**config.mk**
```make
export PLATFORM = sky130hd
export DESIGN_NAME = spi_log_top
export DESIGN_NICKNAME = d
export VERILOG_FILES = /design/src/spi_pkg.sv /design/src/uart_pkg.sv /design/src/spi_sniffer.sv /design/src/rec_fifo.sv /design/src/uart_logger.sv /design/src/spi_log_top.sv
export SDC_FILE = /design/constraint.sdc
export NUM_CORES = 1
export LEC_CHECK = 0
export ABC_AREA = 0
export BUFFER_PORTS_ARGS = -buffer_cell sky130_fd_sc_hd__clkbuf_2
export CAP_MARGIN = 25
export CORE_ASPECT_RATIO = 1.2
export CORE_UTILIZATION = 57
export CTS_CLUSTER_DIAMETER = 150
export DETAILED_ROUTE_END_ITERATION = 10
export PLACE_DENSITY = 0.77
export SETUP_SLACK_MARGIN = 0.02
export SYNTH_ARGS = -nofsm -noshare
export SYNTH_HDL_FRONTEND = slang
export SYNTH_SLANG_ARGS = --single-unit
```
**constraint.sdc**
```tcl
create_clock -name clk -period 12.3 [get_ports clk]
set_clock_uncertainty 0.2 [all_clocks]
set_input_delay 1.845 -clock clk [delete_from_list [all_inputs] [get_ports clk]]
set_output_delay 1.845 -clock clk [all_outputs]
set_load 0.02 [all_outputs]
```
**src/spi_pkg.sv**
```systemverilog
`default_nettype none

// types for capturing the spi flash bus and logging what was seen on it
package spi_pkg;

	// one byte as clocked on mosi or miso
	typedef logic [7:0] spi_byte_t;

	// position inside a transaction, 0 is the command byte
	typedef logic [15:0] byte_idx_t;

	// bit position inside the byte being assembled
	typedef logic [2:0] bit_cnt_t;

	// the four bus pins, sampled together
	typedef struct packed {
		logic cs_n;
		logic sclk;
		logic mosi;
		logic miso;
	} spi_pins_t;

	// log record, the top byte goes out on the serial line first
	typedef struct packed {
		byte_idx_t idx;
		spi_byte_t mosi;
		spi_byte_t miso;
	} spi_rec_t;

	// records lost to a full fifo, sticks at all ones
	typedef logic [7:0] drop_count_t;

	// serial bytes needed for one record
	localparam int REC_BYTES = $bits(spi_rec_t) / 8;

endpackage

`default_nettype wire

```
**src/uart_pkg.sv**
```systemverilog
`default_nettype none

// 8N1 framing for the log output
package uart_pkg;

	// data bits per frame, lsb first on the line
	localparam int DATA_BITS = 8;
	// start bit, data bits, one stop bit
	localparam int FRAME_BITS = DATA_BITS + 2;

	// line levels
	localparam logic START_BIT = 1'b0;
	localparam logic STOP_BIT = 1'b1;
	localparam logic IDLE_LEVEL = 1'b1;

	typedef logic [DATA_BITS-1:0] uart_byte_t;

	// which bit of the frame is on the line, 0 is the start bit
	typedef logic [$clog2(FRAME_BITS)-1:0] frame_bit_t;

	// data byte plus stop bit, shifted out lsb first after the start bit
	typedef logic [FRAME_BITS-2:0] frame_tail_t;

endpackage

`default_nettype wire

```
**src/spi_sniffer.sv**
```systemverilog
`timescale 1ns/1ps
`default_nettype none

module spi_sniffer #(
	parameter int HEADER_BYTES = 3
) (
	input logic clk,
	input logic reset,
	input logic spi_cs_n_i,
	input logic spi_clk_i,
	input logic spi_mosi_i,
	input logic spi_miso_i,
	output logic push_o,
	output spi_pkg::spi_rec_t rec_o
);
	import spi_pkg::*;

	// last index that still gets logged
	localparam byte_idx_t HDR_IDX = byte_idx_t'(HEADER_BYTES);

	spi_pins_t pins_meta;
	spi_pins_t pins_sync;
	logic sclk_prev;
	logic sclk_rise;
	bit_cnt_t bit_cnt;
	spi_byte_t mosi_sr;
	spi_byte_t miso_sr;
	spi_byte_t mosi_byte;
	spi_byte_t miso_byte;
	byte_idx_t idx;

	////////////////////////////////////////
	// pin synchronizers
	////////////////////////////////////////

	// two flops per pin, the bus is driven by someone else
	// cs comes out of reset deasserted so nothing is captured early
	always_ff @(posedge clk or posedge reset)
	begin
		if (reset)
		begin
			pins_meta <= '{cs_n: 1'b1, default: 1'b0};
			pins_sync <= '{cs_n: 1'b1, default: 1'b0};
			sclk_prev <= 1'b0;
		end
		else
		begin
			pins_meta <= '{cs_n: spi_cs_n_i, sclk: spi_clk_i,
				mosi: spi_mosi_i, miso: spi_miso_i};
			pins_sync <= pins_meta;
			sclk_prev <= pins_sync.sclk;
		end
	end

	// sample point is the rising edge of the synchronized spi clock
	assign sclk_rise = pins_sync.sclk && !sclk_prev;

	// byte values including the bit arriving now, msb first
	assign mosi_byte = {mosi_sr[6:0], pins_sync.mosi};
	assign miso_byte = {miso_sr[6:0], pins_sync.miso};

	////////////////////////////////////////
	// byte assembly and filter
	////////////////////////////////////////

	// bit counter, transaction index and push strobe
	always_ff @(posedge clk or posedge reset)
	begin
		if (reset)
		begin
			bit_cnt <= '0;
			idx <= '0;
			push_o <= 1'b0;
		end
		else
		begin
			push_o <= 1'b0;
			if (pins_sync.cs_n)
			begin
				// deselect drops any partial byte and restarts numbering
				bit_cnt <= '0;
				idx <= '0;
			end
			else if (sclk_rise)
			begin
				// wraps back to 0 after the eighth bit
				bit_cnt <= bit_cnt + 1'b1;
				if (bit_cnt == 3'd7)
				begin
					// only the command and the header bytes go to the log
					push_o <= (idx <= HDR_IDX);
					if (idx != '1)
						idx <= idx + 1'b1;
				end
			end
		end
	end

	// shift registers and the outgoing record
	always_ff @(posedge clk)
	begin
		if (sclk_rise && !pins_sync.cs_n)
		begin
			mosi_sr <= mosi_byte;
			miso_sr <= miso_byte;
			if (bit_cnt == 3'd7)
				rec_o <= '{idx: idx, mosi: mosi_byte, miso: miso_byte};
		end
	end

endmodule

`default_nettype wire

```
**src/rec_fifo.sv**
```systemverilog
`timescale 1ns/1ps
`default_nettype none

module rec_fifo #(
	parameter int FIFO_DEPTH = 8
) (
	input logic clk,
	input logic reset,
	input logic push_i,
	input spi_pkg::spi_rec_t rec_i,
	input logic pop_i,
	output logic empty_o,
	output spi_pkg::spi_rec_t rec_o,
	output spi_pkg::drop_count_t dropped_o
);
	import spi_pkg::*;

	localparam int PTR_W = (FIFO_DEPTH > 1) ? $clog2(FIFO_DEPTH) : 1;
	localparam int CNT_W = $clog2(FIFO_DEPTH + 1);

	typedef logic [PTR_W-1:0] ptr_t;

	spi_rec_t mem [FIFO_DEPTH];
	ptr_t wr_ptr;
	ptr_t rd_ptr;
	logic [CNT_W-1:0] count;
	logic full;
	logic do_push;
	logic do_pop;

	// step a pointer around the ring, depth need not be a power of two
	function automatic ptr_t ptr_next(input ptr_t ptr);
		if (ptr == ptr_t'(FIFO_DEPTH - 1))
			return '0;
		return ptr + 1'b1;
	endfunction

	assign empty_o = (count == '0);
	assign full = (count == CNT_W'(FIFO_DEPTH));
	// a full fifo turns pushes away, pops on empty are ignored
	assign do_push = push_i && !full;
	assign do_pop = pop_i && !empty_o;

	// head entry is visible without a read cycle
	assign rec_o = mem[rd_ptr];

	always_ff @(posedge clk)
	begin
		if (do_push)
			mem[wr_ptr] <= rec_i;
	end

	// pointers, occupancy and the drop counter
	always_ff @(posedge clk or posedge reset)
	begin
		if (reset)
		begin
			wr_ptr <= '0;
			rd_ptr <= '0;
			count <= '0;
			dropped_o <= '0;
		end
		else
		begin
			if (do_push)
				wr_ptr <= ptr_next(wr_ptr);
			if (do_pop)
				rd_ptr <= ptr_next(rd_ptr);
			// push and pop together leave the count alone
			case ({do_push, do_pop})
				2'b10: count <= count + 1'b1;
				2'b01: count <= count - 1'b1;
				default: count <= count;
			endcase
			// lost record, counter sticks at its top value
			if (push_i && full && dropped_o != '1)
				dropped_o <= dropped_o + 1'b1;
		end
	end

endmodule

`default_nettype wire

```
**src/uart_logger.sv**
```systemverilog
`timescale 1ns/1ps
`default_nettype none

module uart_logger #(
	parameter int CLKS_PER_BIT = 8
) (
	input logic clk,
	input logic reset,
	input logic empty_i,
	input spi_pkg::spi_rec_t rec_i,
	output logic pop_o,
	output logic txd_o
);
	import spi_pkg::*;
	import uart_pkg::*;

	localparam int BAUD_W = (CLKS_PER_BIT > 1) ? $clog2(CLKS_PER_BIT) : 1;
	localparam int BYTE_W = (REC_BYTES > 1) ? $clog2(REC_BYTES) : 1;

	typedef enum logic [1:0] {
		ST_IDLE,
		ST_LOAD,
		ST_SEND
	} state_t;

	state_t state;
	logic [BAUD_W-1:0] baud_cnt;
	frame_bit_t bit_cnt;
	logic [BYTE_W-1:0] byte_cnt;
	spi_rec_t rec_sr;
	frame_tail_t frame_sr;
	uart_byte_t head_byte;
	logic bit_done;
	logic last_bit;
	logic last_byte;
	logic next_byte;

	// take a record only between records
	assign pop_o = (state == ST_IDLE) && !empty_i;

	// most significant byte of what is left of the record
	assign head_byte = rec_sr[$bits(spi_rec_t)-1 -: DATA_BITS];

	assign bit_done = (baud_cnt == BAUD_W'(CLKS_PER_BIT - 1));
	assign last_bit = (bit_cnt == frame_bit_t'(FRAME_BITS - 1));
	assign last_byte = (byte_cnt == BYTE_W'(REC_BYTES - 1));

	// a new frame starts here, first after the load and then after each stop bit
	assign next_byte = (state == ST_LOAD)
		|| (state == ST_SEND && bit_done && last_bit && !last_byte);

	////////////////////////////////////////
	// record and frame shift registers
	////////////////////////////////////////

	always_ff @(posedge clk)
	begin
		if (pop_o)
			rec_sr <= rec_i;
		else if (next_byte)
		begin
			rec_sr <= rec_sr << DATA_BITS;
			frame_sr <= {STOP_BIT, head_byte};
		end
		else if (state == ST_SEND && bit_done && !last_bit)
			frame_sr <= frame_sr >> 1;
	end

	////////////////////////////////////////
	// transmit FSM
	////////////////////////////////////////

	always_ff @(posedge clk or posedge reset)
	begin
		if (reset)
		begin
			state <= ST_IDLE;
			baud_cnt <= '0;
			bit_cnt <= '0;
			byte_cnt <= '0;
			txd_o <= IDLE_LEVEL;
		end
		else
		begin
			case (state)
				ST_IDLE:
				begin
					if (pop_o)
						state <= ST_LOAD;
				end
				ST_LOAD:
				begin
					// start bit of the first byte
					txd_o <= START_BIT;
					baud_cnt <= '0;
					bit_cnt <= '0;
					byte_cnt <= '0;
					state <= ST_SEND;
				end
				ST_SEND:
				begin
					if (!bit_done)
						baud_cnt <= baud_cnt + 1'b1;
					else
					begin
						baud_cnt <= '0;
						if (!last_bit)
						begin
							// data bits, then the stop bit
							txd_o <= frame_sr[0];
							bit_cnt <= bit_cnt + 1'b1;
						end
						else if (!last_byte)
						begin
							// next byte follows with no idle gap
							txd_o <= START_BIT;
							bit_cnt <= '0;
							byte_cnt <= byte_cnt + 1'b1;
						end
						else
							// line rests at the stop level
							state <= ST_IDLE;
					end
				end
				default:
					state <= ST_IDLE;
			endcase
		end
	end

endmodule

`default_nettype wire

```
**src/spi_log_top.sv**
```systemverilog
`timescale 1ns/1ps
`default_nettype none

module spi_log_top #(
	parameter int HEADER_BYTES = 3,
	parameter int FIFO_DEPTH = 8,
	parameter int CLKS_PER_BIT = 8
) (
	input logic clk,
	input logic reset,
	input logic spi_cs_n_i,
	input logic spi_clk_i,
	input logic spi_mosi_i,
	input logic spi_miso_i,
	output logic serial_txd_o,
	output spi_pkg::drop_count_t dropped_o
);
	import spi_pkg::*;

	// sniffer to fifo
	logic rec_push;
	spi_rec_t sniff_rec;

	// fifo to logger
	logic fifo_empty;
	logic rec_pop;
	spi_rec_t head_rec;

	////////////////////////////////////////
	// bus capture
	////////////////////////////////////////

	spi_sniffer #(
		.HEADER_BYTES(HEADER_BYTES)
	) u_sniffer (
		.clk(clk),
		.reset(reset),
		.spi_cs_n_i(spi_cs_n_i),
		.spi_clk_i(spi_clk_i),
		.spi_mosi_i(spi_mosi_i),
		.spi_miso_i(spi_miso_i),
		.push_o(rec_push),
		.rec_o(sniff_rec)
	);

	// absorbs bursts while the serial line catches up
	rec_fifo #(
		.FIFO_DEPTH(FIFO_DEPTH)
	) u_fifo (
		.clk(clk),
		.reset(reset),
		.push_i(rec_push),
		.rec_i(sniff_rec),
		.pop_i(rec_pop),
		.empty_o(fifo_empty),
		.rec_o(head_rec),
		.dropped_o(dropped_o)
	);

	////////////////////////////////////////
	// serial output
	////////////////////////////////////////

	uart_logger #(
		.CLKS_PER_BIT(CLKS_PER_BIT)
	) u_logger (
		.clk(clk),
		.reset(reset),
		.empty_i(fifo_empty),
		.rec_i(head_rec),
		.pop_o(rec_pop),
		.txd_o(serial_txd_o)
	);

endmodule

`default_nettype wire

```
# ---- After elaboration in Yosys (flattened, before gate mapping)
# Memories as Yosys holds them, arrays and structs flattened.
# Index checks and enable logic that the tools add are counted.
dict set report word_totals {
  register_bits 146
  output_inout_bits 9
  ramBits 256
  n_memories 1
  input_bits 6
  wordCells 139
}
dict set report classes {
  n_addsub 10
  n_bitwise 1
  eq_ne 19
  n_reduce_logical 33
  muxes 43
  magnitude_cmp 1
}
# name depth width read_ports rd_ports_with_merged_regs wr line_no
set memory_table {}
lappend memory_table {u_fifo.mem 8 32 1 0 1 rec_fifo.sv:23} ;# spi_rec_t mem [FIFO_DEPTH];
# op n
set op_table {}
lappend op_table {{2-to-1 mux 16 bit} 4}
lappend op_table {{2-to-1 mux 32 bit} 2}
lappend op_table {{2-to-1 mux 3 bit} 7}
lappend op_table {{adder 16 x 1 -> 16 bit (second input constant)} 1}
lappend op_table {{less-or-equal comparator 16 x 2 -> 1 bit (second input constant)} 1}
lappend op_table {{!= test 16 bit (second input constant)} 1}
lappend op_table {{case mux 4 bit (2 select lines)} 2}
lappend op_table {{2-to-1 mux 2 bit} 7}
lappend op_table {{nonzero test 2 bit} 7}
lappend op_table {{adder 3 x 1 -> 3 bit (second input constant)} 4}
lappend op_table {{== test 3 bit (second input constant)} 4}
lappend op_table {{2-to-1 mux 1 bit} 12}
lappend op_table {{2-to-1 mux 4 bit} 3}
lappend op_table {{logical AND 1 bit} 11}
lappend op_table {{2-to-1 mux 9 bit} 1}
lappend op_table {{adder 4 x 1 -> 4 bit (second input constant)} 2}
lappend op_table {{adder 8 x 1 -> 8 bit (second input constant)} 1}
lappend op_table {{== test 4 bit (second input constant)} 2}
lappend op_table {{2-to-1 mux 8 bit} 1}
lappend op_table {{!= test 8 bit (second input constant)} 1}
lappend op_table {{AND reduction 4 bit} 2}
lappend op_table {{== test 2 bit (second input constant)} 3}
lappend op_table {{zero test 1 bit} 6}
lappend op_table {{!= test 2 x 1 -> 1 bit (second input constant)} 3}
lappend op_table {{15 further kinds} 19}

# ---- Longest topological paths before layout
dict set report depth {
  word_depth 7
  mapped_depth 11
  ltp_nobuf 10
}

# ---- Cells and area by module
# A second synthesis with hierarchy kept.
dict set report hier_totals {
  hier_cells 836
  hier_area_um2 16155.5
}
# mod cells_each seq_area_each_um2 area_per_inst_um2 instances
set by_module_without_submodules {}
lappend by_module_without_submodules {rec_fifo 479 8137.8 10767.8 1}
lappend by_module_without_submodules {spi_sniffer 180 2109.5 2840.2 1}
lappend by_module_without_submodules {uart_logger 177 1532.7 2547.4 1}

# ---- Least setup slack after synthesis
# OpenSTA, ideal clock, no wires.
dict set report synth_path {
  path_kind {register -> register}
  start {reg u_fifo.count[3]}
  end {mem u_fifo.mem[0][0] in the netlist's numbering, enable pin}
  path_buffers 0
  t_arrival_ps 3251
  period_less_slack_ps 3912
  setup_time_ps 461
  t_required_ps 11639
  path_stages_with_launch 5
  setup_slack_ps 8388
  cell_sequence {dfrtp_1 or4b_2 nand2_1 or2_2 nor3_1}
}
dict set report synth_via {
  elab_chain_cells 5
}
# element line_no
set synth_lines {}
lappend synth_lines {{from (decl)} rec_fifo.sv:26} ;# logic [CNT_W-1:0] count;
lappend synth_lines {{from (signal assigned)} rec_fifo.sv:71} ;# 2'b10: count <= count + 1'b1;
lappend synth_lines {{from (signal assigned)} rec_fifo.sv:72} ;# 2'b01: count <= count - 1'b1;
lappend synth_lines {{from (signal assigned)} rec_fifo.sv:73} ;# default: count <= count;
lappend synth_lines {{== test 4 bit} rec_fifo.sv:39} ;# assign full = (count == CNT_W'(FIFO_DEPTH));
lappend synth_lines {{zero test 1 bit} rec_fifo.sv:41} ;# assign do_push = push_i && !full;
lappend synth_lines {{logical AND 1 bit} rec_fifo.sv:41}
lappend synth_lines {{2-to-1 mux 1 bit} rec_fifo.sv:49} ;# if (do_push)
lappend synth_lines {{2-to-1 mux 1 bit (not written as such)} rec_fifo.sv:50} ;# mem[wr_ptr] <= rec_i;
lappend synth_lines {{to (decl)} rec_fifo.sv:23}
# No other way between the ends.

# ---- Worst setup path after layout
dict set report layout_path {
  start {reg u_fifo.count[1]}
  end {reg u_fifo.count[3]}
}
dict set report layout_via {
  elab_chain_cells 6
}
# element line_no
set layout_lines {}
lappend layout_lines {{zero test 4 bit (*)} rec_fifo.sv:38} ;# assign empty_o = (count == '0);
lappend layout_lines {{zero test 1 bit (*)} {rec_fifo.sv:42, uart_logger.sv:39}}
lappend layout_lines {{logical AND 1 bit} uart_logger.sv:39} ;# assign pop_o = (state == ST_IDLE) && !empty_i;
lappend layout_lines {{logical AND 1 bit (*)} rec_fifo.sv:42} ;# assign do_pop = pop_i && !empty_o;
lappend layout_lines {{net u_fifo.do_pop} rec_fifo.sv:29} ;# logic do_pop;
lappend layout_lines {{== test 2 x 1 -> 1 bit / == test 2 bit (equally long branches)} rec_fifo.sv:70} ;# case ({do_push, do_pop})
lappend layout_lines {{case mux 4 bit (2 select lines) / nonzero test 2 bit (equally long branches)} n/a}
# The timed path passes the listed nets; every way through them passes the cells marked *.
# A chain may end at the register's enable or synchronous reset.

==> out/qor.yml <==
global_routing:
  overflow: 0
  grt_pass1_vias: 7801
  grt_max_degree: 67
  grt.busiest_layer: "met2"
  grtUsageMet2: 0.370
  antenna_found_initial: 0
  grt_pass1_wl_um: 43800
  grtUsageTotal: 0.209
  use_met1: 0.275
  grt_util_met3: 0.0276
timing:
  setup_viol: 0
  slew_viol_final: 0
  fin_crit_ns: 3.35
  timing.final.crit_share: 0.273
  rsz0062_at_grt: "no"
  fin_ws_ns: 8.95
  setup_tns_ns: 0
  fmax_ghz: 0.298
  hold_viol_final: 0
  holdWs_ns: 0.148
  max-slew-margin-rel: 0.355
  worst_pin_slew_ns: 0.967
cts:
  cts.clk_slew.worst_paths_ns: 0.06
  ctsLongestPathBuffers: 3
  clock_sink_count: 402
  post_cts_buffers: 0
  clockRootBuffer: "clkbuf_16"
  clk_latency_ns: 0.51
  tritoncts: "done"
  cts_hold_buf: 0
  cts_resized: 0
  cts_buffers: 37
  cts_htree_levels: 2
final_layout:
  final_common_cell: "edfxtp_1"
  fin_nets: 911
  finalInstanceArea_um2: 17400
  diodes: 0
  final_cells: 1249
  fin_util: 0.643
  drive_gt1_frac: 0.199
  synthToLayoutAreaGrowth_pct: 11.1
  mostFrequentLayoutCells: "edfxtp_1 (343), mux4_2 (64), nand2_1 (60), dfrtp_1 (53), mux2i_1 (39)"
setup_path:
  cp_max_fo: 63
  path_buf_inv: 3
  cp_slowest_cell: "buf_4"
  critical_path_class: "reg2reg"
  end_kind: "flip-flop"
  crit_family: "simple AND/OR/NAND/NOR gates"
  max_stage_delay_ns: 0.52
  cp.required_ns: 12.48
  start_kind: "flip-flop"
  path_cells: "nor4_1 -> nand2b_2 -> buf_4 -> inv_1 -> ha_1 -> ha_1 -> inv_1 -> nor4_1 -> nand4b_1 -> o211ai_1"
  crit_arrival_ns: 3.53
floorplanning:
  die_w_um: 153
  die-area_um2: 28100
  ios: 15
  core_um2: 27000
  initial_core_util: 0.579
  dieHeight_um: 183
  fp-row-count: 66
drt:
  vias_per_cell: 6.09
  final_antenna_net_count: 0
  totalWireLength_um: 28200
  initialDrtViolationCount: 578
  route.detailed.drc: 0
  post_drt_wl_per_cell_um: 22.6
  first_pass_iters: 5
  vias: 7606
yosys:
  yosysSeqAreaShare: 0.753
  ys_ff_latch: 402
  synth_nets: 873
  synth_area_per_cell_um2: 18.5
  yosys_warnings: 0
  async_reset_ff_frac: 0.147
  synth_edf_count: 343
  ys_types: 50
  netlist_instances: 846
  netlist_area_um2: 15600
  ys.flop_type: "edfxtp_1"
power:
  power_leakage_nw: 5.89
  ir_worst_vdd_v: 0.000160
  sw_frac_of_total: 0.263
  pwr-share-seq: 0.482
  power_frac_clock: 0.323
  p_int_mw: 2.58
  power_density_nw_per_um2: 201
  switchingPower_mw: 0.922
  combPwrFrac: 0.195
  p_total_mw: 3.50
hold_path:
  holdCritPathClass: "reg2reg"
placement:
  dp_cells: 1185
  hpwl_um: 15200
  pre_cts_ws_ns: 8.98
  gp_congestion: 0.824
  io_buffers: 14
  dpl_cell_area_um2: 16200
job:
  maxCapViolCount: 0
run_status:
  status: "finished clean"
[flip-flops by register name, indices dropped and copies added (netlist names), 2 cells and up]
name / cells
u_fifo.mem: 256
u_sniffer.rec_o: 32
u_logger.rec_sr: 24
u_sniffer.idx: 16
u_logger.frame_sr: 9
u_fifo.dropped_o: 8
u_logger.head_byte: 8
u_sniffer.miso_sr: 7
u_sniffer.mosi_sr: 7
u_fifo.count: 4
u_logger.bit_cnt: 4
u_sniffer.pins_meta: 4
u_fifo.rd_ptr: 3
u_fifo.wr_ptr: 3
u_logger.baud_cnt: 3
u_sniffer.bit_cnt: 3
u_logger.byte_cnt: 2
u_logger.state: 2
u_sniffer.pins_sync: 2
[layer usage]
layer  part of all wire  vias up
met5                  0        -
li1                   -     3406
met4              0.018        0
met3              0.045       42
met2               0.53      190
met1               0.41     3968
[worst paths after layout]
check                                  startpoint                      to  cells past startpoint  slack, ns
max                               u_fifo.count[1]         u_fifo.count[3]                     10       8.95
min                        u_sniffer.pins_meta[1]  u_sniffer.mosi_byte[0]                      0       0.15
max reg2reg                       u_fifo.count[1]         u_fifo.count[3]                     10       8.95
min reg2reg                u_sniffer.pins_meta[1]  u_sniffer.mosi_byte[0]                      0       0.15
max in group asynchronous                   reset        u_fifo.rd_ptr[0]                      3       9.99
min in group asynchronous                   reset       u_sniffer.idx[10]                      3       1.34
[cells in the mapped netlist (10+ instances only)]
master | instances | share of area
edfxtp_1 | 343 | 0.66
mux4_2 | 64 | 0.092
nand2_1 | 60 | 0.014
dfrtp_1 | 56 | 0.090
mux2i_1 | 39 | 0.025
o21ai_0 | 38 | 0.012
nor2_1 | 30 | 0.0072
ha_1 | 20 | 0.016
inv_1 | 20 | 0.0048
a21oi_1 | 19 | 0.0061
buf_2 | 12 | 0.0038
clkbuf_1 | 12 | 0.0029
mux2_2 | 12 | 0.0086
nand3_1 | 12 | 0.0038
nand2b_1 | 10 | 0.0040
[logic make-up (layout without fill, tap and decap cells)]
family / after synthesis / in the layout / synth area share
and+or+nand+nor: 168 / 168 / 0.0549
buffers and inverters: 52 / 115 / 0.0146
xor gates and xnor gates: 10 / 10 / 0.00560
muxes: 116 / 116 / 0.126
DFF: 402 / 402 / 0.753
adders and majority gates: 21 / 21 / 0.0173
AOI/OAI and AO/OA: 77 / 77 / 0.0281
[final cells by class]
class                           count  area (um^2)
Sequential cell                   402        11800
Fill cell                        1738         9630
Multi-Input combinational cell    392         3700
Clock buffer                       47          973
Tap cell                          340          425
Timing Repair Buffer               31          210
Clock inverter                     17          206
Inverter                           20         75.1
[power groups by stage]
stage | sequential [mW] | combinational, mW | clock [mW]
global placement | 1.72 | 0.667 | 0
finish | 1.69 | 0.683 | 1.13
global route | 1.70 | 0.752 | 1.19
floorplan | 1.67 | 0.567 | 0
detailed placement | 1.72 | 0.684 | 0
CTS | 1.69 | 0.696 | 1.14
Note: power is estimated with default switching activity, not from simulation.
